`config.mk`:
```
export PLATFORM = sky130hd
export DESIGN_NAME = capture_channel
export DESIGN_NICKNAME = d
export VERILOG_FILES = /design/src/scope_pkg.sv /design/src/capture_channel.sv
export SDC_FILE = /design/constraint.sdc
export NUM_CORES = 1
export LEC_CHECK = 0
export BUFFER_PORTS_ARGS = -buffer_cell sky130_fd_sc_hd__buf_2
export CORE_UTILIZATION = 45
export DETAILED_ROUTE_END_ITERATION = 8
export GPL_TIMING_DRIVEN = 1
export PLACE_DENSITY = 0.68
export RECOVER_POWER = 100
export SKIP_CTS_REPAIR_TIMING = 1
export SYNTH_ARGS = -nofsm -noshare
export SYNTH_HDL_FRONTEND = slang
export SYNTH_SLANG_ARGS = --single-unit
```
`constraint.sdc`:
```
create_clock -name clock -period 6 [get_ports clock]
set_clock_uncertainty 0.05 [all_clocks]
set_input_delay 1.2 -clock clock [delete_from_list [all_inputs] [get_ports clock]]
set_output_delay 1.2 -clock clock [all_outputs]
set_load 0.02 [all_outputs]
```
`src/scope_pkg.sv`:
```
// Shared sizes, stream beat types and channel states for the triggered capture block
`default_nettype none

package scope_pkg;

    // Channel count and channel number width
    localparam int N_CHANNELS = 4;
    localparam int CHANNEL_BITS = 2;

    // Ring buffer geometry
    localparam int BUFFER_DEPTH = 64;
    localparam int ADDRESS_BITS = 6;

    // Register stages after the memory read register
    localparam int READ_PIPE = 1;
    // Address to data at the channel port
    localparam int READ_LATENCY = READ_PIPE + 1;

    // Sample payload widths
    localparam int SAMPLE_BITS = 16;
    localparam int USER_BITS = 8;

    // Word kept in each buffer entry
    typedef struct packed {
        logic [SAMPLE_BITS-1:0] data;
        // Side-band tag, stored untouched
        logic [USER_BITS-1:0] user;
    } sample_t;

    // Input stream beat, a plain strobe
    typedef struct packed {
        logic valid;
        logic [CHANNEL_BITS-1:0] dest;
        sample_t sample;
    } in_beat_t;

    // Output stream beat, last marks the end of one channel
    typedef struct packed {
        logic valid;
        logic last;
        logic [CHANNEL_BITS-1:0] dest;
        sample_t sample;
    } out_beat_t;

    // Capture channel states
    typedef enum logic [1:0] {
        idle = 2'd0,
        pre_trigger = 2'd1,
        acquisition = 2'd2,
        stopped = 2'd3
    } channel_state_t;

endpackage

`default_nettype wire

```
`src/capture_channel.sv`:
```
// Ring-buffer capture channel with pre-trigger history and a pipelined read port
`timescale 1ns/1ps
`default_nettype none

module capture_channel (
    input wire logic clock,
    input wire logic rst,
    input wire logic arm,
    input wire logic [scope_pkg::ADDRESS_BITS-1:0] trigger_point,
    input wire logic write_strobe,
    input wire logic write_trigger,
    input scope_pkg::sample_t write_sample,
    input wire logic read_enable,
    input wire logic [scope_pkg::ADDRESS_BITS-1:0] read_address,
    input wire logic release_channel,
    output scope_pkg::sample_t read_sample,
    output logic [scope_pkg::ADDRESS_BITS-1:0] start_address,
    output logic stopped
);

    // Sample storage
    scope_pkg::sample_t memory [scope_pkg::BUFFER_DEPTH];

    scope_pkg::channel_state_t state;
    logic [scope_pkg::ADDRESS_BITS-1:0] write_address;
    // Samples still to store after the trigger sample
    logic [scope_pkg::ADDRESS_BITS-1:0] remaining;
    logic memory_write;
    logic trigger_taken;

    // Read path registers
    scope_pkg::sample_t read_register;
    scope_pkg::sample_t read_pipe [scope_pkg::READ_PIPE];

    // Writes only while capturing and never in the arm cycle
    assign memory_write = write_strobe && !arm &&
        ((state == scope_pkg::pre_trigger) || (state == scope_pkg::acquisition));

    // Trigger sample marks the window
    assign trigger_taken = write_strobe && write_trigger && !arm &&
        (state == scope_pkg::pre_trigger);

    assign stopped = (state == scope_pkg::stopped);

    always_ff @(posedge clock) begin
        if (memory_write) begin
            memory[write_address] <= write_sample;
        end
    end

    // Capture state machine
    always_ff @(posedge clock) begin
        if (rst) begin
            state <= scope_pkg::idle;
            write_address <= '0;
            remaining <= '0;
            start_address <= '0;
        end else if (arm) begin
            state <= scope_pkg::pre_trigger;
            write_address <= '0;
        end else begin
            if (memory_write) begin
                // Wraps modulo the depth
                write_address <= write_address + 1'b1;
            end
            case (state)
                scope_pkg::pre_trigger: begin
                    if (trigger_taken) begin
                        // Oldest kept sample sits trigger_point entries back
                        start_address <= write_address - trigger_point;
                        remaining <= scope_pkg::ADDRESS_BITS'(scope_pkg::BUFFER_DEPTH - 1)
                            - trigger_point;
                        // Trigger sample fills the last slot
                        if (trigger_point == scope_pkg::ADDRESS_BITS'(scope_pkg::BUFFER_DEPTH - 1))
                        begin
                            state <= scope_pkg::stopped;
                        end else begin
                            state <= scope_pkg::acquisition;
                        end
                    end
                end
                scope_pkg::acquisition: begin
                    if (write_strobe) begin
                        remaining <= remaining - 1'b1;
                        if (remaining == scope_pkg::ADDRESS_BITS'(1)) begin
                            state <= scope_pkg::stopped;
                        end
                    end
                end
                scope_pkg::stopped: begin
                    // Buffer fully drained
                    if (release_channel) begin
                        state <= scope_pkg::idle;
                    end
                end
                default: begin
                    state <= scope_pkg::idle;
                end
            endcase
        end
    end

    // Memory read register followed by the pipeline
    always_ff @(posedge clock) begin
        if (read_enable) begin
            read_register <= memory[read_address];
        end
        read_pipe[0] <= read_register;
        for (int i = 1; i < scope_pkg::READ_PIPE; i++) begin
            read_pipe[i] <= read_pipe[i-1];
        end
    end

    assign read_sample = read_pipe[scope_pkg::READ_PIPE-1];

    // A full window ends back at its start address and holds there while stopped
    assert property (@(posedge clock) disable iff (rst)
        stopped |-> (write_address == start_address))
    else $error("write address left the window start while channel stopped");

    // Trigger flags reach a channel only while it waits for one
    assert property (@(posedge clock) disable iff (rst)
        (write_strobe && write_trigger && !arm) |-> (state == scope_pkg::pre_trigger))
    else $error("trigger taken outside pre_trigger");

    // Readout only releases a finished channel
    assert property (@(posedge clock) disable iff (rst)
        release_channel |-> stopped)
    else $error("release seen while channel not stopped");

endmodule

`default_nettype wire

```
; ---- After elaboration in Yosys (flattened, before gate mapping)
; Memory sizes are Yosys's and may differ from the RTL's. A register that Yosys moved wholly into a read port is not among the register bits.
; Cells that the tools add are included.
[totals]
regBits = 20
ram_bits = 1560
in_bits = 43
out_inout_bits = 31
elab_cells = 50
n_memories = 2
[mem_list]
columns = memory, words, word_bits, read_ports, rd_clocked_by_memory_dff, write_ports, line_no
row1 = memory, 64, 24, 1, 1, 1, capture_channel.sv:22  ; scope_pkg::sample_t memory [scope_pkg::BUFFER_DEPTH];
row2 = read_pipe, 1, 24, 1, 0, 1, capture_channel.sv:33  ; scope_pkg::sample_t read_pipe [scope_pkg::READ_PIPE];
[op_classes]
n_addsub = 4
eq_ne = 13
mux = 12
n_bitwise = 1
reduce_logical = 13
[op_table]
columns = op, n
row1 = $mux W6, 2
row2 = $pmux W6 S2, 1
row3 = $reduce_and A4 Y1, 3
row4 = $ne A3 B3 Y1 const B, 3
row5 = $mux W2, 4
row6 = $add A6 B1 Y6 const B, 1
row7 = $eq A6 B1 Y1 const B, 1
row8 = $eq A6 B6 Y1 const B, 1
row9 = $ne A2 B2 Y1 const B, 3
row10 = $pmux W2 S3, 1
row11 = $sub A6 B1 Y6 const B, 1
row12 = $sub A6 B6 Y6, 1
row13 = $sub A6 B6 Y6 const A, 1
row14 = $logic_and A1 B1 Y1, 5
row15 = $eq A2 B2 Y1 const B, 2
row16 = $mux W1, 4
row17 = $ne A3 B2 Y1 const B, 1
row18 = $reduce_and A3 Y1, 1
row19 = $eq A2 B1 Y1 const B, 1
row20 = $ne A2 B1 Y1 const B, 1
row21 = $reduce_bool A2 Y1, 1
row22 = $reduce_or A2 Y1, 1
row23 = $logic_not A1 Y1, 1
row24 = $logic_or A1 B1 Y1, 1
row25 = $not A1 Y1, 1

; ---- Longest topological paths before layout
[depth]
depth_word = 6
depth_mapped = 10
mapped_depth_nobuf = 9

; ---- Worst setup path after synthesis
; OpenSTA, ideal clock, no wires.
[synth_timing]
path_type = input to register
startpoint = input port write_strobe
endpoint = memory memory[63][0] (netlist name), enable pin
setup_ns = 0.405
arrival_time_ns = 3.063
required_time_ns = 5.545
path_slack_ns = 2.482
cell_stages = 5
n_path_buf = 1
cell_sequence = inv_1 nor4_1 nand3_1 clkbuf_1 nor2_1
[synth_between]
elab_chain_cells = 4
[synth_lines]
columns = item, line_no
row1 = start: declaration, capture_channel.sv:10  ; input wire logic write_strobe,
row2 = $logic_and A1 B1 Y1 (2 in a row), capture_channel.sv:36  ; assign memory_write = write_strobe && !arm &&
row3 = $mux W1, capture_channel.sv:46  ; if (memory_write) begin
row4 = $mux W1 (implied by the code), capture_channel.sv:47  ; memory[write_address] <= write_sample;
row5 = end: declaration, capture_channel.sv:22
; No other way between the ends.

; ---- Worst setup path in the final report
[layout_timing]
startpoint = register state[0]
endpoint = memory memory[50][17] (netlist name), enable pin
[layout_between]
elab_chain_cells = 5
word_cells_on_any_way = 6
classes_between = 2 x eq/ne / 2 x mux / 2 x reduce/logical
[layout_lines]
columns = item, line_no
row1 = start: declaration, capture_channel.sv:24  ; scope_pkg::channel_state_t state;
row2 = start signal: assignment, capture_channel.sv:54  ; state <= scope_pkg::idle;
row3 = start signal: assignment, capture_channel.sv:59  ; state <= scope_pkg::pre_trigger;
row4 = start signal: assignment, capture_channel.sv:76  ; state <= scope_pkg::stopped;
row5 = $eq A2 B1 Y1 / $eq A2 B2 Y1 (equally long branches), capture_channel.sv:37  ; ((state == scope_pkg::pre_trigger) || (state == scope_pkg::acquisition));
row6 = $logic_or A1 B1 Y1 (*), capture_channel.sv:37
row7 = $logic_and A1 B1 Y1 (*), capture_channel.sv:36
row8 = $mux W1 (*), capture_channel.sv:46
row9 = $mux W1 (implied by the code) (*), capture_channel.sv:47
; Every way passes the cells marked *; elsewhere a longest branch is shown, timed or not.

==> impl_metrics.toml <==
[cts]
ctsRootBufferMaster = "clkbuf_16"
max-clock-path-buffers = 3
clk_pin_slew_ns = 0.06
cts_sinks = 1604
cts_htree_levels = 4
tritoncts = "done"
numCtsBuffers = 155
clkLatencyLatePin_ns = 0.78

[sta]
rsz0062_at_grt = "no"
max_freq_ghz = 0.209
setup_viol = 0
fin_crit_sh = 0.796
finalCriticalPeriod_ns = 4.77
slew-limit-headroom = -1.34
report.final.hold_viol_count = 0
hold_slack_ns = 0.298
worst_pin_slew_ns = 3.52
fin_setup_tns_ns = 0
maxSlewViolCount = 2947

[routing]
drc = 0
routed_wl_mm = 150
wl_per_cell_um = 30.9
dr.pass1.iters = 5
drt-vias-per-instance = 6.08
initialDrtViolationCount = 3553
via_count = 29613
final_antenna_net_count = 0

[logic_synthesis]
yosysMostFrequentCell = "edfxtp_1"
synth-edff-count = 1560
synth_top_area_share = 0.764
synthTopCellsByArea = "edfxtp_1 (76%), mux4_2 (14%), mux2i_1 (1.5%)"
synth_top_cells_by_count = "edfxtp_1 (1560), mux4_2 (386), nor2_1 (110)"
netlist_instances = 2756
synth_largest_area_cell = "edfxtp_1"
synth-main-ff-cell = "edfxtp_1"
ys_seq_area_frac = 0.779
syn_area_um2 = 61300
syn-num-nets = 2811
ys_warn_count = 0
syn_area_per_cell_um2 = 22.2
synth_cell_type_count = 52
synth_seq_cells = 1604
synth-async-reset-ratio = 0

[die]
dieArea_um2 = 138000
io-pin-count = 74
chipWidth_um = 371
row_count = 135
die_h_um = 371
core_um2 = 135000
initial_utilization = 0.453

[place]
gp_congestion = 0.825
dp_hpwl_mm = 83.9
post-place-cells = 4584
numPortBuffers = 73

[worst_setup_path]
cp_max_fo = 18
crit_required_ns = 6.30
crit_top_cell = "clkbuf_1"
startpoint_type = "flip-flop"
crit_chain = "inv_1 -> ha_1 -> nor4_1 -> clkbuf_1 -> nand2_1 -> nor2_1 -> clkbuf_1"
crit_slowest_cell = "clkbuf_1"
worstPathArrival_ns = 5.08
cpPeakStageDelay_ns = 1.30
critPathCaptureType = "flip-flop"
worstSetupPathType = "reg -> reg"

[final_layout]
nets = 3015
fin_cells = 4869
drive_gt1_frac = 0.247
syn_to_final_growth_pct = 12.6

[pwr]
total_leakage_power_nw = 21.4
ir_worst_vdd_mv = 0.237
p_per_area_nw_per_um2 = 335

[status]
outcome = "finished with violations"
violations = "capacitance limit, slew limit"

[global_route]
grt_pass1_vias = 29916
grt_pass1_wl_mm = 215
gr-usage-all-layers = 0.221
grt_max_degree = 87
overflow = 0
antenna_found_initial = 7

[run]
max_cap_viol_count = 80

[hold_path]
min-delay-path-class = "reg -> reg"
-- placed cells by master (no fill, tap or decap), types with 20 or more instances in the layout --
cell       netlist  layout
nand3_1         20      20
a21oi_1         27      27
mux2_2          35      35
clkbuf_1        53     161
nor2_1         110      61
clkinv_1         0      31
o21ai_0         33      33
buf_2           63      29
nor2_2           0      49
nor2b_1         24      24
mux4_2         386     386
edfxtp_1      1560    1560
dfxtp_1         44      44
a22oi_1         30      30
nand2_1         65      65
a211oi_1        22      22
clkbuf_16        0     162
buf_4           16      20
clkinv_2         0      23
mux2i_1         90      90
-- worst max-delay path, delay by kind of cell (launching register included) --
| family | cells | cell delay, ns |
|---|---|---|
| simple gates | 3 | 1.84 |
| flops | 1 | 0.36 |
| fa+ha+maj | 1 | 0.37 |
| buf+inv | 3 | 1.71 |
-- logic make-up (layout without fill, tap and decap cells) --
group                      count (synthesis)  count (layout)  synth area share
muxes                                    511             511             0.163
buffers and inverters                    166             495            0.0130
AOI/OAI and AO/OA                        199             199            0.0227
DFF                                     1604            1604             0.779
and+or+nand+nor                          257             257            0.0189
xor gates and xnor gates                   7               7           0.00100
adders and majority gates                 12              12           0.00257
other                                      0               3                 0
-- state kept, by name (all words and copies together), names as in the netlist --
name	count
write_address	6
start_address	6
remaining	6
read_register	24
state	2
read_pipe	24
memory	1536
-- through the flow --
step                power [mW]  utilization  instance area (µm²)  worst slack [ns]
finish                    23.1        0.510                69000              1.23
detailed placement        13.7        0.476                64400              1.57
global route              23.6        0.510                69000              1.17
CTS                       23.2        0.513                69500              2.40
global placement          13.6        0.476                64400              1.59
floorplan                 13.2            -                61300              2.48
-- path summary, 6_finish.rpt --
kind         cells past startpoint                         from  slack (ns)                       end
max                              7        state[0]$_SDFFE_PP0P_        1.23  memory[50][17]$_DFFE_PP_
min                              0  read_register[19]$_DFFE_PP_        0.30  read_pipe[0][19]$_DFF_P_
max reg2reg                      7        state[0]$_SDFFE_PP0P_        1.23  memory[50][17]$_DFFE_PP_
min reg2reg                      0  read_register[19]$_DFFE_PP_        0.30  read_pipe[0][19]$_DFF_P_
-- layer usage --
layer / part of all wire / global-route usage
met1: 0.39 / 0.295
met2: 0.49 / 0.361
met3: 0.089 / 0.0486
met4: 0.032 / 0.0753
met5: 0.00024 / 0
-- power by group --
part / internal (mW) / switching [mW] / total, mW / leakage [nW]
Combinational: 0.376 / 0.672 / 1.05 / 4.52
Clock: 5.54 / 4.12 / 9.66 / 2.45
Sequential: 12.4 / 0.0285 / 12.4 / 14.4
-- area by class of cell --
class / count / area, µm²
Fill cell: 10322 / 66300
Tap cell: 1781 / 2230
Inverter: 17 / 63.8
Multi-Input combinational cell: 986 / 12900
Clock inverter: 87 / 815
Antenna cell: 3 / 7.51
Timing Repair Buffer: 196 / 1090
Clock buffer: 195 / 4210
Sequential cell: 1604 / 47700
Power figures use the tool's default switching activity.
