$ cat src/scope_pkg.sv
// Shared sizes, stream beat types and channel states for the triggered capture block
`default_nettype none

package scope_pkg;

    // Channel count and channel number width
    localparam int N_CHANNELS = 4;
    localparam int CHANNEL_BITS = 2;

    // Ring buffer geometry
    localparam int BUFFER_DEPTH = 64;
    localparam int ADDRESS_BITS = 6;

    // Register stages after the memory read register
    localparam int READ_PIPE = 1;
    // Address to data at the channel port
    localparam int READ_LATENCY = READ_PIPE + 1;

    // Sample payload widths
    localparam int SAMPLE_BITS = 16;
    localparam int USER_BITS = 8;

    // Word kept in each buffer entry
    typedef struct packed {
        logic [SAMPLE_BITS-1:0] data;
        // Side-band tag, stored untouched
        logic [USER_BITS-1:0] user;
    } sample_t;

    // Input stream beat, a plain strobe
    typedef struct packed {
        logic valid;
        logic [CHANNEL_BITS-1:0] dest;
        sample_t sample;
    } in_beat_t;

    // Output stream beat, last marks the end of one channel
    typedef struct packed {
        logic valid;
        logic last;
        logic [CHANNEL_BITS-1:0] dest;
        sample_t sample;
    } out_beat_t;

    // Capture channel states
    typedef enum logic [1:0] {
        idle = 2'd0,
        pre_trigger = 2'd1,
        acquisition = 2'd2,
        stopped = 2'd3
    } channel_state_t;

endpackage

`default_nettype wire

$ cat src/channel_router.sv
// Feeder that sorts input beats by dest and hands each channel its pending trigger
`timescale 1ns/1ps
`default_nettype none

module channel_router (
    input wire logic clock,
    input wire logic rst,
    input wire logic arm,
    input wire logic trigger,
    input scope_pkg::in_beat_t in_beat,
    output logic [scope_pkg::N_CHANNELS-1:0] write_strobe,
    output scope_pkg::sample_t write_sample,
    output logic [scope_pkg::N_CHANNELS-1:0] write_trigger,
    output logic channel_arm
);

    // One outstanding trigger per channel
    logic [scope_pkg::N_CHANNELS-1:0] pending;
    // Beat decoded to its channel before the register
    logic [scope_pkg::N_CHANNELS-1:0] beat_hit;
    // Trigger seen by each channel this cycle
    logic [scope_pkg::N_CHANNELS-1:0] trigger_now;

    // One-hot decode of dest
    // A dest with no matching channel gives no strobe
    always_comb begin
        for (int i = 0; i < scope_pkg::N_CHANNELS; i++) begin
            beat_hit[i] = in_beat.valid && (in_beat.dest == scope_pkg::CHANNEL_BITS'(i));
        end
    end

    // A trigger in the same cycle as a beat applies to that beat
    assign trigger_now = pending | {scope_pkg::N_CHANNELS{trigger}};

    // Sample payload follows the beat by one cycle
    always_ff @(posedge clock) begin
        write_sample <= in_beat.sample;
    end

    // Strobes and trigger flags one cycle behind the input
    always_ff @(posedge clock) begin
        if (rst) begin
            write_strobe <= '0;
            write_trigger <= '0;
            channel_arm <= 1'b0;
        end else begin
            channel_arm <= arm;
            // Beats arriving with arm belong to no capture
            write_strobe <= arm ? '0 : beat_hit;
            write_trigger <= arm ? '0 : (beat_hit & trigger_now);
        end
    end

    // Pending trigger flags
    always_ff @(posedge clock) begin
        if (rst) begin
            pending <= '0;
        end else if (arm) begin
            // New capture drops any old trigger
            pending <= '0;
        end else begin
            for (int i = 0; i < scope_pkg::N_CHANNELS; i++) begin
                if (beat_hit[i]) begin
                    // Consumed by this beat
                    pending[i] <= 1'b0;
                end else if (trigger) begin
                    pending[i] <= 1'b1;
                end
            end
        end
    end

endmodule

`default_nettype wire

$ cat config.mk
export PLATFORM = sky130hd
export DESIGN_NAME = channel_router
export DESIGN_NICKNAME = d
export VERILOG_FILES = /design/src/scope_pkg.sv /design/src/channel_router.sv
export SDC_FILE = /design/constraint.sdc
export NUM_CORES = 1
export LEC_CHECK = 0
export ABC_AREA = 1
export BUFFER_PORTS_ARGS = -buffer_cell sky130_fd_sc_hd__buf_4
export CAP_MARGIN = 20
export CORE_UTILIZATION = 35
export CTS_CLUSTER_SIZE = 20
export DETAILED_ROUTE_END_ITERATION = 8
export HOLD_SLACK_MARGIN = 0.06
export PLACE_DENSITY_LB_ADDON = 0.12
export SYNTH_ARGS = -nofsm -noshare
export SYNTH_HDL_FRONTEND = slang
export SYNTH_SLANG_ARGS = --single-unit
$ cat constraint.sdc
create_clock -name clock -period 0.8 [get_ports clock]
set_clock_uncertainty 0.15 [all_clocks]
set_input_delay 0.16 -clock clock [delete_from_list [all_inputs] [get_ports clock]]
set_output_delay 0.16 -clock clock [all_outputs]
set_load 0.1 [all_outputs]
### Yosys cells after proc, flatten, opt, wreduce, memory -nomap -nowiden

Index checks and enable logic that the tools add are counted.

| operators by class | value |
|---|---|
| reduce and logical (&&, ||, !) cells | 10 |
| bitwise gates (word level) | 2 |
| equality and inequality tests | 3 |

Operators by type and width:

| cell | number |
|---|---|
| $reduce_or A3 Y1 | 4 |
| $and A4 B4 Y4 | 1 |
| $eq A2 B2 Y1 const B | 2 |
| $logic_and A1 B1 Y1 | 4 |
| $or A4 B4 Y4 | 1 |
| $eq A2 B1 Y1 const B | 1 |
| $logic_not A2 Y1 | 1 |
| $reduce_or A2 Y1 | 1 |

| storage, ports and cells | value |
|---|---|
| bits of input ports | 31 |
| output and inout port bits | 33 |
| logic and storage cells | 24 |
| register bits | 37 |

### Longest topological paths before layout

Gate-level depths: netlist of the first run.

| logic depth | value |
|---|---|
| depth in word-level cells | 3 |
| mapped depth | 4 |
| gate-level depth less buffers | 4 |

### Worst setup path before layout of the first run

No wires, ideal clock.

| timing path | value |
|---|---|
| path kind | reg-to-output |
| from | reg channel_arm |
| to | out channel_arm |
| stages on the path, launching flop included | 1 |
| data required time | 0.490 ns |
| data arrival time | 0.909 ns |
| slack | -0.419 ns |
| path buffers | 0 |
| cell sequence | dfxtp_1 |

RTL lines:

| item | line | text |
|---|---|---|
| start: declaration | channel_router.sv:14 | `output logic channel_arm` |
| start signal: assignment | channel_router.sv:47 | `channel_arm <= arm;` |

No word-level cell between the ends.

### Worst setup path in the final report of the first run

| timing path | value |
|---|---|
| from | reg write_sample[16] (netlist bit) |
| to | out write_sample[16] (netlist bit) |

RTL lines:

| item | line | text |
|---|---|---|
| start: declaration | channel_router.sv:12 | `output scope_pkg::sample_t write_sample,` |
| start signal: assignment | channel_router.sv:37 | `write_sample <= in_beat.sample;` |

No word-level cell between the ends.

==> impl_metrics.yaml, run 1 <==
worst_setup_path:
  cpMaxStageDelayCell: "sky130_fd_sc_hd__dfxtp_4"
  worst_ep_arrival_time_ns: 0.91
  critPathTopFamily: "flip-flops"
  critical_path_class: "register to primary output"
  critPathRequiredTime_ns: 0.49
  max_stage_delay_ns: 0.38
  crit_path_max_fanout: 1
  worstPathCellList: "buf_12"
  buffers_inverters_on_critical_path: 1
  timing.critical_path.from_type: "register"
  cp-end-kind: "primary output"
synthesis:
  netlist_area_um2: 916
  seq_area_frac_synth_pct: 80.9
  synthDistinctLibCells: 7
  syn-mean-instance-area_um2: 11.6
  netlist_instances: 79
  synth-warning-count: 0
  number_of_register_bits_inferred_by_synthesis: 37
  postSynthNetCount: 110
floorplanning:
  floorplan.io_pins: 64
  die_width_um: 53.2
  coreArea_mm2: 0.00248
  chipHeight_um: 53.2
  initial_util_pct: 37.0
  design.die.area_mm2: 0.00283
  rows: 18
timing:
  maxSlewViolCount: 0
  finalCritPeriodShare_pct: 153
  holdWs_ns: -0.0586
  worst-slew-pin-transition_ns: 0.196
  final_hold_viol_count: 9
  timing.final.crit_period_ns: 1.22
  final-setup-viol-count: 38
  slew_headroom_pct: 86.9
  final.setup.worst_slack_ns: -0.421
  rsz_0062_raised_after_global_routing: "true"
  max_freq_ghz: 0.819
  final_layout_setup_total_negative_slack_ns: -12.94
layout:
  finish.net_count: 205
  area_growth_syn_to_layout_pct: 151
  count_of_placed_standard_cells_in_the_final_layout_fillers_left_out: 206
  design_area_mm2: 0.00230
  drive_gt1_share_pct: 68.6
  layout_common_cells: "33 x sky130_fd_sc_hd__dfxtp_4, 33 x sky130_fd_sc_hd__buf_12, 30 x sky130_fd_sc_hd__buf_4, 25 x sky130_fd_sc_hd__dlygate4sd3_1, 12 x sky130_fd_sc_hd__nor2_1"
routing:
  postRouteAntennaNets: 0
  drt_drc_violations_left: 0
  drt-initial-drc-count: 8
  first_pass_drt_iterations: 4
  route.final.wire_length_um: 3560
  avgRoutedWirePerCell_um: 17.3
  via_count: 888
  routed_via_density: 4.31
global_routing:
  first_global_vias: 933
  grt_first_pass_wirelength_um: 5090
  grt-ovfl-total: 0
  number_of_antenna_violations_at_the_first_check_in_global_routing: 1
  globalRouteTotalUtil_pct: 28.4
  grt_start_max_net_pins: 11
flow_run:
  max_capacitance_violation_total: 0
placement:
  gp_routability_congestion: 0.738
  placement.io_buffers: 63
  dpl.hpwl_um: 1340
  place_area_mm2: 0.00155
  dp.cells: 172
clock_tree:
  worst_setup_hold_path_clk_slew_ns: 0.12
  tritoncts_clock_tree: "built"
  clock_latency_ns: 0.34
  max-clock-path-buffers: 2
  clock-sinks: 37
  ctsRootBufferMaster: "sky130_fd_sc_hd__clkbuf_4"
  total_clock_buffers_created_by_cts: 5
  cts.repair_timing.setup_buffer_count: 0
  htree_levels: 2
outcome:
  outcome: "finished, violations left"
  failed_checks: "negative hold slack, negative setup slack"
worst_hold_path:
  worst_hold_path_type: "input pin to register"
power:
  power.density_cell_area_mw_per_mm2: 1770
  vdd.ir_drop.worst_mv: 1.69
  static_leakage_nw: 1.01
[stage by stage]
stage / power, mW / setup slack, ns / util, % / hold slack [ns]
finish: 4.05 / -0.421 / 92.7 / -0.0586
global placement: 2.74 / -0.100 / 62.6 / 0.114
CTS: 3.95 / -0.383 / 90.9 / -0.172
global route: 4.19 / -0.450 / 92.7 / -0.0614
detailed placement: 2.75 / -0.106 / 62.6 / 0.115
floorplan: 2.51 / -0.0138 / - / 0.0377
[cells in the mapped netlist]
cell type | instances | share of area [%]
sky130_fd_sc_hd__nand3_1 | 3 | 1.6
sky130_fd_sc_hd__nor2_4 | 1 | 1.2
sky130_fd_sc_hd__nand3_2 | 1 | 1.1
sky130_fd_sc_hd__inv_1 | 10 | 4.1
sky130_fd_sc_hd__nor2_1 | 16 | 6.6
sky130_fd_sc_hd__dfxtp_1 | 37 | 81
sky130_fd_sc_hd__nand2_1 | 11 | 4.5
[registers in the layout (all words and copies together) (netlist names)]
register	flops
write_sample	24
channel_arm	1
write_strobe	4
pending	4
write_trigger	4
[layer usage]
layer	wire (um)	track usage (%)	share of wire, %	up-vias
li1	-	-	-	421
met1	1380	31.4	39	416
met2	1890	47.9	53	43
met3	199	8.91	5.6	8
met4	85	15.4	2.4	0
met5	0	0	0	-
[path summary, 6_finish.rpt]
kind / from / endpoint / slack (ns) / cells after the start
worst max-delay path: write_sample[16] / write_sample[16] / -0.42 / 1
worst min-delay path: rst / write_trigger[1] / -0.06 / 4
worst max register to register: pending[0] / pending[0] / -0.04 / 4
worst min register to register: pending[2] / pending[2] / 0.40 / 4
[timing repair]
item                       in CTS  in global routing
hold buffers                   24                  1
pin swaps                       0                  3
setup endpoints to repair      33                 41
hold endpoints to repair       37                 13
gates resized for setup        99                 17
[kinds of logic after synthesis]
group,after synthesis,synth area share [%]
buffers and inverters,10,4.10
DFF,37,80.9
and+or+nand+nor,32,15.0
[final cells by class]
cell class,count,area [um2]
timing repair buffer,88,1140
sequential,37,868
fill,79,181
multi-input combinational,32,165
clock buffer,8,48.8
inverter,10,37.5
tap,30,37.5
antenna,1,2.50
[power by group]
part,switching (mW),total [mW],internal (mW)
registers,0.0675,1.93,1.87
clock network,0.613,0.964,0.351
logic,0.684,1.15,0.469
total,1.37,4.05,2.69
Power figures use the tool's default switching activity.
==> run 2: changes to the inputs <==
--- a/config.mk
+++ b/config.mk
@@ -13,6 +13,8 @@
 export DETAILED_ROUTE_END_ITERATION = 8
 export HOLD_SLACK_MARGIN = 0.06
 export PLACE_DENSITY_LB_ADDON = 0.12
+export SKIP_CTS_REPAIR_TIMING = 1
 export SYNTH_ARGS = -nofsm -noshare
 export SYNTH_HDL_FRONTEND = slang
 export SYNTH_SLANG_ARGS = --single-unit
+export TNS_END_PERCENT = 10
==> run 2 against run 1 <==
  * Cell count down 0.49%
  * Largest cell class unchanged
  * Non-clock buffer count decreased by 1
  * Utilization shrank 1.5 points
  * Final area is 1.6% lower
  * Routed wire length decreased by 10%
  * The flow still finishes with violations (negative hold slack, negative setup slack)
  * Die area unchanged
==> impl_metrics.yaml, run 2 (synthesis gave the netlist of run 1 again) <==
outcome:
  outcome: "finished, violations left"
  failed_checks: "negative hold slack, negative setup slack"
timing:
  holdWs_ns: -0.160
  final.setup.worst_slack_ns: -0.376
  worst-slew-pin-transition_ns: 0.151
  timing.final.crit_period_ns: 1.18
  final-setup-viol-count: 40
  final_hold_viol_count: 10
  finalCritPeriodShare_pct: 147
  rsz_0062_raised_after_global_routing: "true"
  final_layout_setup_total_negative_slack_ns: -12.17
  slew_headroom_pct: 89.9
  max_freq_ghz: 0.850
  maxSlewViolCount: 0
layout:
  multiInputGateArea_um2: 140
  finish.net_count: 204
  layout_common_cells: "33 x sky130_fd_sc_hd__dfxtp_4, 33 x sky130_fd_sc_hd__buf_12, 30 x sky130_fd_sc_hd__buf_4, 24 x sky130_fd_sc_hd__dlygate4sd3_1, 16 x sky130_fd_sc_hd__nor2_1"
  count_of_placed_standard_cells_in_the_final_layout_fillers_left_out: 205
  area_growth_syn_to_layout_pct: 147
  drive_gt1_share_pct: 61.5
  largest_reg_flops: 24
  final_core_util_pct: 91.2
  regMostFlops: "write_sample"
  fillers: 83
  area.sequential_um2: 867
worst_setup_path:
  cp-end-kind: "primary output"
  critPathTopFamily: "flip-flops"
  cpMaxStageDelayCell: "sky130_fd_sc_hd__dfxtp_4"
  crit_path_max_fanout: 1
  max_stage_delay_ns: 0.37
  worstPathCellList: "buf_12"
  critPathRequiredTime_ns: 0.49
  worst_ep_arrival_time_ns: 0.87
  timing.critical_path.from_type: "register"
  critical_path_class: "register to primary output"
  buffers_inverters_on_critical_path: 1
power:
  switching_power_mw: 1.30
  vdd.ir_drop.worst_mv: 1.69
  power.density_cell_area_mw_per_mm2: 1760
  intPower_mw: 2.68
  seq_power_share_pct: 48.7
  switching_part_of_the_total_power_pct: 32.6
  p_comb_share_pct: 28.5
  clkPwrFrac_pct: 22.9
  static_leakage_nw: 1.00
routing:
  routed_via_density: 4.38
  postRouteAntennaNets: 0
  route.final.wire_length_um: 3190
  drt-initial-drc-count: 19
  via_count: 897
  first_pass_drt_iterations: 4
  drt_drc_violations_left: 0
  avgRoutedWirePerCell_um: 15.6
global_routing:
  first_global_vias: 576
  grt-ovfl-total: 0
  globalRouteTotalUtil_pct: 13.3
  number_of_antenna_violations_at_the_first_check_in_global_routing: 1
  grt_start_max_net_pins: 11
  grt_first_pass_wirelength_um: 2440
floorplanning:
  die_width_um: 53.2
  initial_util_pct: 37.0
  design.die.area_mm2: 0.00283
  chipHeight_um: 53.2
  rows: 18
  coreArea_mm2: 0.00248
  floorplan.io_pins: 64
placement:
  gp_routability_congestion: 0.738
  dp.cells: 172
  placement.io_buffers: 63
  dpl.hpwl_um: 1340
clock_tree:
  total_clock_buffers_created_by_cts: 5
  worst_setup_hold_path_clk_slew_ns: 0.10
  clock-sinks: 37
  clock_latency_ns: 0.33
  ctsRootBufferMaster: "sky130_fd_sc_hd__clkbuf_4"
  tritoncts_clock_tree: "built"
  max-clock-path-buffers: 2
  htree_levels: 2
flow_run:
  max_capacitance_violation_total: 0
worst_hold_path:
  worst_hold_path_type: "input pin to register"
## run 2: layer usage
layer  vias up  GRT usage (%)  routed length, um
li1        420              -                  -
met1       421           12.9               1200
met2        49           20.7               1620
met3         7           9.20                289
met4         0           7.89                 86
met5         -              0                  0
## run 2: layout make-up
cell class / instances / share of cell area (%)
antenna: 1 / 0.111
sequential: 37 / 38.4
timing repair buffer: 87 / 49.8
clock buffer: 8 / 2.16
multi-input combinational: 32 / 6.20
tap: 30 / 1.66
inverter: 10 / 1.66
## run 2: path summary, 6_finish.rpt
path	from	endpoint	slack (ns)	cells past startpoint
min reg2reg	pending[3]	write_trigger[3]	0.41	4
max reg2reg	pending[0]	pending[0]	-0.03	4
min	rst	channel_arm	-0.16	2
max	write_sample[1]	write_sample[1]	-0.38	1
## run 2: per-stage QoR
stage                     setup WS (ns)  power (mW)  instance area [um2]  hold WS (ns)
after global routing             -0.421        4.13                 2260        -0.169
final                            -0.376        3.97                 2260        -0.160
after detailed placement         -0.106        2.75                 1550         0.115
after global placement           -0.100        2.74                 1550         0.114
after floorplan                 -0.0138        2.51                 1040        0.0377
after CTS                        -0.478        3.63                 1600        -0.236
## run 2: worst register-to-register path, stage by stage, from the launching register on
cell                      delay (ns)
sky130_fd_sc_hd__dfxtp_1        0.33
sky130_fd_sc_hd__inv_1          0.04
sky130_fd_sc_hd__nand2_1        0.06
sky130_fd_sc_hd__nand2_1        0.07
sky130_fd_sc_hd__nor2_1         0.11
## run 2: power by group through the flow
stage / Clock, mW / Sequential [mW] / Combinational [mW]
3_3_place_gp: 0 / 1.93 / 0.818
3_5_place_dp: 0 / 1.93 / 0.824
4_1_cts: 0.925 / 1.88 / 0.825
6_report: 0.909 / 1.93 / 1.13
2_1_floorplan: 0 / 2.47 / 0.0465
5_1_grt: 1.02 / 1.94 / 1.16
