--- config.mk ---
export PLATFORM = sky130hd
export DESIGN_NAME = readout_sequencer
export DESIGN_NICKNAME = d
export VERILOG_FILES = /design/src/scope_pkg.sv /design/src/readout_sequencer.sv
export SDC_FILE = /design/constraint.sdc
export NUM_CORES = 1
export LEC_CHECK = 0
export BUFFER_PORTS_ARGS = -buffer_cell sky130_fd_sc_hd__buf_4
export CAP_MARGIN = 20
export CORE_MARGIN = 1.5
export CORE_UTILIZATION = 37
export DETAILED_ROUTE_END_ITERATION = 12
export HOLD_SLACK_MARGIN = 0.12
export PLACE_DENSITY_LB_ADDON = 0.25
export SYNTH_ARGS = -nofsm -noshare
export SYNTH_HDL_FRONTEND = slang
export SYNTH_SLANG_ARGS = --single-unit
--- constraint.sdc ---
create_clock -name clock -period 2.44 [get_ports clock]
set_input_delay 0.488 -clock clock [delete_from_list [all_inputs] [get_ports clock]]
set_output_delay 0.488 -clock clock [all_outputs]
set_load 0.05 [all_outputs]
--- src/scope_pkg.sv ---
// Shared sizes, stream beat types and channel states for the triggered capture block
`default_nettype none

package scope_pkg;

    // Channel count and channel number width
    localparam int N_CHANNELS = 4;
    localparam int CHANNEL_BITS = 2;

    // Ring buffer geometry
    localparam int BUFFER_DEPTH = 64;
    localparam int ADDRESS_BITS = 6;

    // Register stages after the memory read register
    localparam int READ_PIPE = 1;
    // Address to data at the channel port
    localparam int READ_LATENCY = READ_PIPE + 1;

    // Sample payload widths
    localparam int SAMPLE_BITS = 16;
    localparam int USER_BITS = 8;

    // Word kept in each buffer entry
    typedef struct packed {
        logic [SAMPLE_BITS-1:0] data;
        // Side-band tag, stored untouched
        logic [USER_BITS-1:0] user;
    } sample_t;

    // Input stream beat, a plain strobe
    typedef struct packed {
        logic valid;
        logic [CHANNEL_BITS-1:0] dest;
        sample_t sample;
    } in_beat_t;

    // Output stream beat, last marks the end of one channel
    typedef struct packed {
        logic valid;
        logic last;
        logic [CHANNEL_BITS-1:0] dest;
        sample_t sample;
    } out_beat_t;

    // Capture channel states
    typedef enum logic [1:0] {
        idle = 2'd0,
        pre_trigger = 2'd1,
        acquisition = 2'd2,
        stopped = 2'd3
    } channel_state_t;

endpackage

`default_nettype wire

--- src/readout_sequencer.sv ---
// Drain that reads every stopped channel in time order onto one tagged output stream
`timescale 1ns/1ps
`default_nettype none

module readout_sequencer (
    input wire logic clock,
    input wire logic rst,
    input wire logic arm,
    input wire logic [scope_pkg::N_CHANNELS-1:0] stopped,
    input wire logic [scope_pkg::ADDRESS_BITS-1:0] start_address [scope_pkg::N_CHANNELS],
    input scope_pkg::sample_t read_sample [scope_pkg::N_CHANNELS],
    output logic [scope_pkg::N_CHANNELS-1:0] read_enable,
    output logic [scope_pkg::ADDRESS_BITS-1:0] read_address,
    output logic release_channel,
    output scope_pkg::out_beat_t out_beat,
    output logic done,
    output logic busy
);

    // Beat tag travelling alongside the memory read
    typedef struct packed {
        logic valid;
        logic last;
        logic [scope_pkg::CHANNEL_BITS-1:0] dest;
    } read_tag_t;

    logic reading;
    logic draining;
    // Idle cycle between channels
    logic gap;
    logic issue;
    logic [scope_pkg::CHANNEL_BITS-1:0] channel;
    logic [scope_pkg::ADDRESS_BITS-1:0] offset;
    read_tag_t issue_tag;
    read_tag_t tag_pipe [scope_pkg::READ_LATENCY];

    assign issue = reading && !gap;

    // Oldest sample first, wraps modulo the depth
    assign read_address = start_address[channel] + offset;

    always_comb begin
        read_enable = '0;
        read_enable[channel] = issue;
    end

    assign issue_tag.valid = issue;
    assign issue_tag.last = (offset == '1);
    assign issue_tag.dest = channel;

    // Channel and offset walk
    always_ff @(posedge clock) begin
        if (rst) begin
            busy <= 1'b0;
            reading <= 1'b0;
            draining <= 1'b0;
            gap <= 1'b0;
            channel <= '0;
            offset <= '0;
        end else begin
            if (done) begin
                busy <= 1'b0;
                draining <= 1'b0;
            end else if (arm) begin
                busy <= 1'b1;
            end
            if (busy && !reading && !draining && (&stopped)) begin
                reading <= 1'b1;
                channel <= '0;
                offset <= '0;
                gap <= 1'b0;
            end else if (gap) begin
                gap <= 1'b0;
            end else if (reading) begin
                offset <= offset + 1'b1;
                if (offset == '1) begin
                    if (channel == scope_pkg::CHANNEL_BITS'(scope_pkg::N_CHANNELS - 1)) begin
                        // Last address issued, wait for the data
                        reading <= 1'b0;
                        draining <= 1'b1;
                    end else begin
                        channel <= channel + 1'b1;
                        gap <= 1'b1;
                    end
                end
            end
        end
    end

    // Tag delay matched to the channel read latency
    always_ff @(posedge clock) begin
        if (rst) begin
            for (int i = 0; i < scope_pkg::READ_LATENCY; i++) begin
                tag_pipe[i] <= '0;
            end
        end else begin
            tag_pipe[0] <= issue_tag;
            for (int i = 1; i < scope_pkg::READ_LATENCY; i++) begin
                tag_pipe[i] <= tag_pipe[i-1];
            end
        end
    end

    // Output register, sample picked by the tagged channel
    always_ff @(posedge clock) begin
        out_beat.sample <= read_sample[tag_pipe[scope_pkg::READ_LATENCY-1].dest];
        out_beat.dest <= tag_pipe[scope_pkg::READ_LATENCY-1].dest;
        if (rst) begin
            out_beat.valid <= 1'b0;
            out_beat.last <= 1'b0;
            done <= 1'b0;
            release_channel <= 1'b0;
        end else begin
            out_beat.valid <= tag_pipe[scope_pkg::READ_LATENCY-1].valid;
            out_beat.last <= tag_pipe[scope_pkg::READ_LATENCY-1].last;
            // End one cycle after the final beat
            done <= out_beat.valid && out_beat.last &&
                (out_beat.dest == scope_pkg::CHANNEL_BITS'(scope_pkg::N_CHANNELS - 1));
            release_channel <= out_beat.valid && out_beat.last &&
                (out_beat.dest == scope_pkg::CHANNEL_BITS'(scope_pkg::N_CHANNELS - 1));
        end
    end

    // Reads only once every channel has stopped
    assert property (@(posedge clock) disable iff (rst)
        (|read_enable) |-> (&stopped))
    else $error("read issued while a channel is still capturing");

endmodule

`default_nettype wire

; ---- Word level (Yosys, flattened, before mapping)
; Memory sizes are Yosys's and may differ from the RTL's.
; Index checks and enable logic that the tools add are counted.
[op_classes]
add_sub_neg = 3
n_lt_le_gt_ge = 4
n_eq_ne = 4
n_mux = 24
bitwise_logic = 9
n_reduce_logical = 16
[op_table]
columns = op, count
row1 = binary-select mux 24 bit (select 2 bit), 1
row2 = two-way mux 24 bit, 2
row3 = two-way mux 1 bit, 15
row4 = binary-select mux 6 bit (select 2 bit), 1
row5 = two-way mux 6 bit, 2
row6 = two-way mux 4 bit, 2
row7 = AND reduction 4 bit, 2
row8 = logical AND 1 bit, 7
row9 = "adder 6 x 1 -> 6 bit, second input constant", 1
row10 = adder 6 bit, 1
row11 = "== test 6 bit, second input constant", 1
row12 = "greater-or-equal comparator 3 bit, second input constant", 2
row13 = NOT 2 -> 3 bit, 2
row14 = OR reduction 5 bit, 1
row15 = AND 4 bit, 1
row16 = "== test 2 bit, second input constant", 2
row17 = NOT 1 bit, 4
row18 = OR reduction 2 bit, 2
row19 = zero test 1 bit, 3
row20 = "< comparator 2 x 3 -> 1 bit, second input constant", 1
row21 = "adder 2 x 1 -> 2 bit, second input constant", 1
row22 = demux 1 bit (select 2 bit), 1
row23 = "greater-or-equal comparator 2 x 1 -> 1 bit, second input constant", 1
row24 = "inequality test 2 x 1 -> 1 bit, second input constant", 1
row25 = other kinds (2), 3
[word_totals]
register_bits = 41
ram_bits = 8
in_bits = 127
output_inout_bits = 41
word_cells = 73
memories = 1
[memory_table]
columns = memory, words, word_bits, rd, rd_ports_with_merged_regs, write_ports, line
row1 = tag_pipe, 2, 4, 2, 0, 2, readout_sequencer.sv:35  ; read_tag_t tag_pipe [scope_pkg::READ_LATENCY];

; ---- Longest topological paths before layout
[logic_depth]
depth_word = 6
depth_mapped = 9

; ---- Least setup slack after synthesis
; No wires, ideal clock.
[synth_timing]
path_type = flip-flop to output port
from = reg channel[0] (netlist bit)
to = out read_address[5] (netlist bit)
arrival_time_ns = 2.470
required_time_ns = 1.952
setup_slack_ns = -0.518
stages_incl_launch_ff = 8
path_cell_list = dfxtp_1 buf_6 mux4_1 ha_1 o21ai_0 o21bai_1 a21oi_1 xnor2_1
[synth_between]
elab_chain_cells = 5
[synth_lines]
columns = element, line
row1 = "start, declared", readout_sequencer.sv:32  ; logic [scope_pkg::CHANNEL_BITS-1:0] channel;
row2 = "start signal, assigned", readout_sequencer.sv:82  ; channel <= channel + 1'b1;
row3 = NOT 2 -> 3 bit (not written as such), readout_sequencer.sv:40  ; assign read_address = start_address[channel] + offset;
row4 = binary-select mux 6 bit (select 2 bit), readout_sequencer.sv:40
row5 = two-way mux 6 bit (not written as such) (2 in series), readout_sequencer.sv:40
row6 = adder 6 bit, readout_sequencer.sv:40
row7 = "end, declared", readout_sequencer.sv:13  ; output logic [scope_pkg::ADDRESS_BITS-1:0] read_address,
; Every way passes these cells. The select of a mux whose other input is x is not followed.

; ---- Worst setup path after layout
[layout_timing]
from = reg channel[0] (netlist bit)
to = out read_address[4] (netlist bit)
; The elaborated chain is that of the path after synthesis.

==> tab_implementation.tex <==
\begin{tabular}{lr}
\hline
Metric & Value \\
\hline
\multicolumn{2}{l}{\textbf{Timing}} \\
\quad Hold Violations, Final & 0 \\
\quad Final worst slack & -0.4190 ns \\
\quad Setup repair after global routing missed its margin & yes \\
\quad Clock Skews & between 0.006 and 0.007 ns \\
\quad Final Max Tran Viols & 0 \\
\quad Measured slew at the worst slew-check pin & 0.4094 ns \\
\quad Headroom to the max-slew limit & 72.71\% \\
\quad Final critical-path required period & 2.859 ns \\
\quad Final hold slack & between 0.4 and 0.5 ns \\
\quad Setup Viol. Count Final & 5 \\
\quad Period Utilization, post-route & 117.2\% \\
\quad Maximum clock frequency & 0.3498 GHz \\
\multicolumn{2}{l}{\textbf{Clocking}} \\
\quad Latest clock arrival within the worst-skew pair & 0.30 ns \\
\quad CTS clk-pin slew, worst paths & 0.09 ns \\
\quad Clock tree from TritonCTS & built \\
\quad Total CTS buffers & 5 \\
\quad Root Buffer & sky130\_fd\_sc\_hd\_\_clkbuf\_8 \\
\quad Number of H-tree levels & 2 \\
\quad Clk sink count & 49 \\
\quad Maximum root-to-sink buffer count & 2 \\
\multicolumn{2}{l}{\textbf{Placed design}} \\
\quad Dpl cell area & 0.003735 mm² \\
\quad Port Buf Inserts & 167 \\
\quad Pre-CTS setup slack & -0.4484 ns \\
\quad Routability cong. & 0.7537 \\
\quad HPWL Detailed & 5.174 mm \\
\multicolumn{2}{l}{\textbf{Critical path}} \\
\quad Data required time at the worst endpoint & 1.95 ns \\
\quad Delay of the slowest critical-path stage & approximately 0.54 ns \\
\quad Crit Reg-Reg Startpoint & channel[0] \\
\quad Worst path top cell family by delay & multiplexers \\
\quad Max Fanout on Critical Path & 4 \\
\quad Nature of the critical path startpoint & register \\
\quad Cell Chain, Critical Path & mux4\_2 -> ha\_4 -> inv\_2 -> fa\_2 -> inv\_1 -> a21o\_1 -> a21oi\_2 -> xnor2\_2 -> buf\_6 \\
\quad Worst-case reg-to-reg path depth & 6 \\
\quad Buf/Inv on CP & 3 \\
\quad Type of the setup path with the least slack & register to primary output \\
\quad Arrival time of data at the critical path endpoint & 2.37 ns \\
\quad Cell with the largest stage delay on the worst path & sky130\_fd\_sc\_hd\_\_mux4\_2 \\
\quad Kind of capture point of the worst setup path & primary output \\
\quad Endpoint of the worst register-to-register path & channel[1] \\
\quad Setup slack on the worst flop-to-flop path & 0.66 ns \\
\quad Crit path from & channel[0] \\
\multicolumn{2}{l}{\textbf{Pwr}} \\
\quad Sequential fraction of design power & 48.9\% \\
\quad VDD IR-drop max & 0.3064 mV \\
\quad Portion of total power attributed to the clock network & $\sim$28\% \\
\quad Power Density & about 430 mW/mm² \\
\quad Cell internal pwr & 1.262 mW \\
\quad Switching Fraction & 25.56\% \\
\quad LEAKAGE & about 1.8 nW \\
\quad Net Switching & 0.4334 mW \\
\quad Combinational share of power & roughly 23\% \\
\multicolumn{2}{l}{\textbf{Global routing}} \\
\quad Largest net degree at the start of global routing & 26 \\
\quad Number of global-route vias before repair & 2,164 \\
\quad Residual overflow from global routing & 0 \\
\quad Total track usage & around 18\% \\
\quad Global-route wire length before repair & around 9.2 mm \\
\quad Initial antenna violation count & 0 \\
\multicolumn{2}{l}{\textbf{Hold path}} \\
\quad Hold Path Cell Cnt & 3 \\
\quad Destination of the worst hold path & busy \\
\quad Hold\_sp & arm \\
\quad Path category of the worst min-delay check & primary input to register \\
\multicolumn{2}{l}{\textbf{Routing}} \\
\quad Uppermost metal layer occupied by signal nets & met4 \\
\quad Total routed wire length on the met1 layer & 2.277 mm \\
\quad ANT nets after route & 0 \\
\quad Final routed wirelength across all metal layers & 6.480 mm \\
\quad Detailed route wirelength on metal2 & 3.518 mm \\
\quad Via count & 2,099 \\
\quad Initial DRC Count & 55 \\
\quad Metal3 WL & 608 µm \\
\quad Detailed-route vias per instance & 4.904 \\
\quad First-pass detailed-route iteration total & 4 \\
\quad WL/cell & 15.14 µm \\
\quad Number of remaining DRC errors & 0 \\
\multicolumn{2}{l}{\textbf{Synthesis}} \\
\quad Cell area after synthesis & 0.002335 mm² \\
\quad FF+latch count, synth & 49 \\
\quad Top cell type's share of synthesized area & 42.02\% \\
\quad Most common flop cell mapped by yosys & sky130\_fd\_sc\_hd\_\_dfxtp\_1 \\
\quad Cell types with the highest counts after synthesis & 49 x sky130\_fd\_sc\_hd\_\_dfxtp\_1, 25 x sky130\_fd\_sc\_hd\_\_mux4\_2, 18 x sky130\_fd\_sc\_hd\_\_nor2\_1 \\
\quad Sequential fraction of the synthesis area & 42.02\% \\
\quad Most frequent cell after synthesis & sky130\_fd\_sc\_hd\_\_dfxtp\_1 \\
\quad Net count after synthesis & 317 \\
\quad Avg Synthesized Cell Area & 13.04 µm² \\
\quad Post-synthesis cell type with the largest combined area & sky130\_fd\_sc\_hd\_\_dfxtp\_1 \\
\quad Main area contributors after synthesis & sky130\_fd\_sc\_hd\_\_dfxtp\_1 42\%, sky130\_fd\_sc\_hd\_\_mux4\_2 24\%, sky130\_fd\_sc\_hd\_\_mux4\_1 5.6\% \\
\quad Post-Syn Instances & 179 \\
\quad Yosys warning count & 0 \\
\quad Count of flip-flops with a built-in enable after synthesis & 0 \\
\quad FFs w/ async S/R, synth & 0\% \\
\quad Distinct cells, synth & 31 \\
\multicolumn{2}{l}{\textbf{Floorplanning}} \\
\quad Top-Level Pins & roughly 170 \\
\quad Initial core utilization & 38.97\% \\
\quad Horiz. Die Dim & just over 80 µm \\
\quad Y dimension of the die & $\sim$82 µm \\
\quad Core area & 0.005991 mm² \\
\quad Number of standard-cell rows in the floorplan & 28 \\
\quad Area enclosed by the die boundary & 0.006796 mm² \\
\multicolumn{2}{l}{\textbf{Layout}} \\
\quad Final standard cell area without fillers & 0.003946 mm² \\
\quad Diode insertion count for antenna repair & 0 \\
\quad Share of final-layout standard cells stronger than drive strength 1 & between 60\% and 70\% \\
\quad \# fillers & 508 \\
\quad Area grow syn2layout & 69.02\% \\
\quad Number of nets in the final layout & 491 \\
\quad Final core occ & $\sim$66\% \\
\multicolumn{2}{l}{\textbf{Outcome}} \\
\quad Run status & finished, violations left \\
\quad Failing checks & negative setup slack \\
\multicolumn{2}{l}{\textbf{Run}} \\
\quad Max-capacitance violation count & 0 \\
\hline
\end{tabular}
==> power groups by stage <==
stage / combinational [mW] / clock [mW] / sequential [mW]
2_1_floorplan: 0.0840 / 0 / 0.929
3_3_place_gp: 0.367 / 0 / 0.848
3_5_place_dp: 0.373 / 0 / 0.849
4_1_cts: 0.386 / 0.494 / 0.829
5_1_grt: 0.407 / 0.525 / 0.831
6_report: 0.387 / 0.481 / 0.829
==> final cells by class <==
type / count / area [µm²] / share of cell area (%)
well taps: 75 / 93.84 / 2.378
flip-flops and latches: 49 / 985.9 / 24.98
clock inverters: 1 / 7.507 / 0.1902
clock buffers: 6 / 82.58 / 2.093
repair buffers: 179 / 1394 / 35.32
inverters: 7 / 30.03 / 0.7609
multi-input cells: 111 / 1353 / 34.27
==> stage by stage <==
stage	instances	total power [mW]	setup TNS (ns)
6_report	428	1.696	-1.234
5_1_grt	428	1.764	-1.631
4_1_cts	428	1.709	-1.233
3_5_place_dp	420	1.222	-1.251
3_3_place_gp	420	1.215	-1.125
2_1_floorplan	179	1.013	-0.8418
==> worst min-delay path, delay by kind of cell <==
kind / cells / cell delay [ns]
buf+inv: 1 / 0.07
simple gates: 2 / 0.13
==> metal layers <==
| metal | up-vias | global-route usage, % |
|---|---|---|
| li1 | 993 | - |
| met1 | 1000 | 19.47 |
| met2 | 100 | 33.33 |
| met3 | 6 | 6.374 |
| met4 | 0 | 5.424 |
| met5 | - | 0 |
==> flip-flops by register name, indices dropped and copies added, names as in the netlist <==
name and cells:
out_beat 28, tag_pipe 8, offset 6, channel 2, busy 1, done 1
draining 1, gap 1, reading 1
==> placed cells by master (no fill, tap or decap), types with 2 or more instances in the layout <==
| master | netlist | routed |
|---|---|---|
| sky130_fd_sc_hd__xnor2_2 | 0 | 3 |
| sky130_fd_sc_hd__clkinvlp_4 | 0 | 2 |
| sky130_fd_sc_hd__ha_1 | 10 | 6 |
| sky130_fd_sc_hd__buf_6 | 1 | 6 |
| sky130_fd_sc_hd__nor2b_1 | 8 | 8 |
| sky130_fd_sc_hd__nand4_1 | 4 | 4 |
| sky130_fd_sc_hd__a21oi_1 | 6 | 3 |
| sky130_fd_sc_hd__buf_8 | 0 | 2 |
| sky130_fd_sc_hd__inv_1 | 7 | 5 |
| sky130_fd_sc_hd__xor2_1 | 5 | 5 |
| sky130_fd_sc_hd__nand2_1 | 3 | 3 |
| sky130_fd_sc_hd__a21oi_2 | 0 | 3 |
| sky130_fd_sc_hd__ha_4 | 0 | 4 |
| sky130_fd_sc_hd__and2_1 | 4 | 4 |
| sky130_fd_sc_hd__mux4_2 | 25 | 29 |
| sky130_fd_sc_hd__dfxtp_1 | 49 | 47 |
| sky130_fd_sc_hd__xnor2_1 | 6 | 2 |
| sky130_fd_sc_hd__nor2_1 | 18 | 18 |
| sky130_fd_sc_hd__o21ai_0 | 2 | 2 |
| sky130_fd_sc_hd__buf_4 | 3 | 170 |
| sky130_fd_sc_hd__nand2b_1 | 3 | 3 |
| sky130_fd_sc_hd__a21o_1 | 2 | 2 |
| sky130_fd_sc_hd__clkbuf_8 | 0 | 6 |
==> kinds of logic (layout without fill, tap and decap cells) <==
kind of cell | count (synthesis) | count (layout) | share of synthesized area (%)
AO/OA/AOI/OAI | 12 | 12 | 3.001
flip-flops | 49 | 49 | 42.01
adder cells (fa/ha/maj) | 11 | 11 | 6.217
AND/OR/NAND/NOR | 46 | 46 | 10.34
XOR/XNOR | 11 | 11 | 4.126
multiplexers | 31 | 31 | 30.17
buffers and inverters | 19 | 193 | 4.126
==> what timing repair did <==
item	4_1_cts	5_1_grt
hold buffers	0	0
endpoints found under the setup margin	5	5
resized for setup	24	5
pin swaps	4	1
setup buffers	1	0
==> worst max path at each step <==
stage	endpoint	slack, ns	depth (start not counted)
floorplan	read_address[2]	-0.26	4
global placement	read_address[5]	-0.39	8
detailed placement	read_address[5]	-0.45	8
CTS	read_address[4]	-0.37	9
global route	read_address[5]	-0.49	8
finish	read_address[4]	-0.42	9
Note: power is estimated with default switching activity, not from simulation.
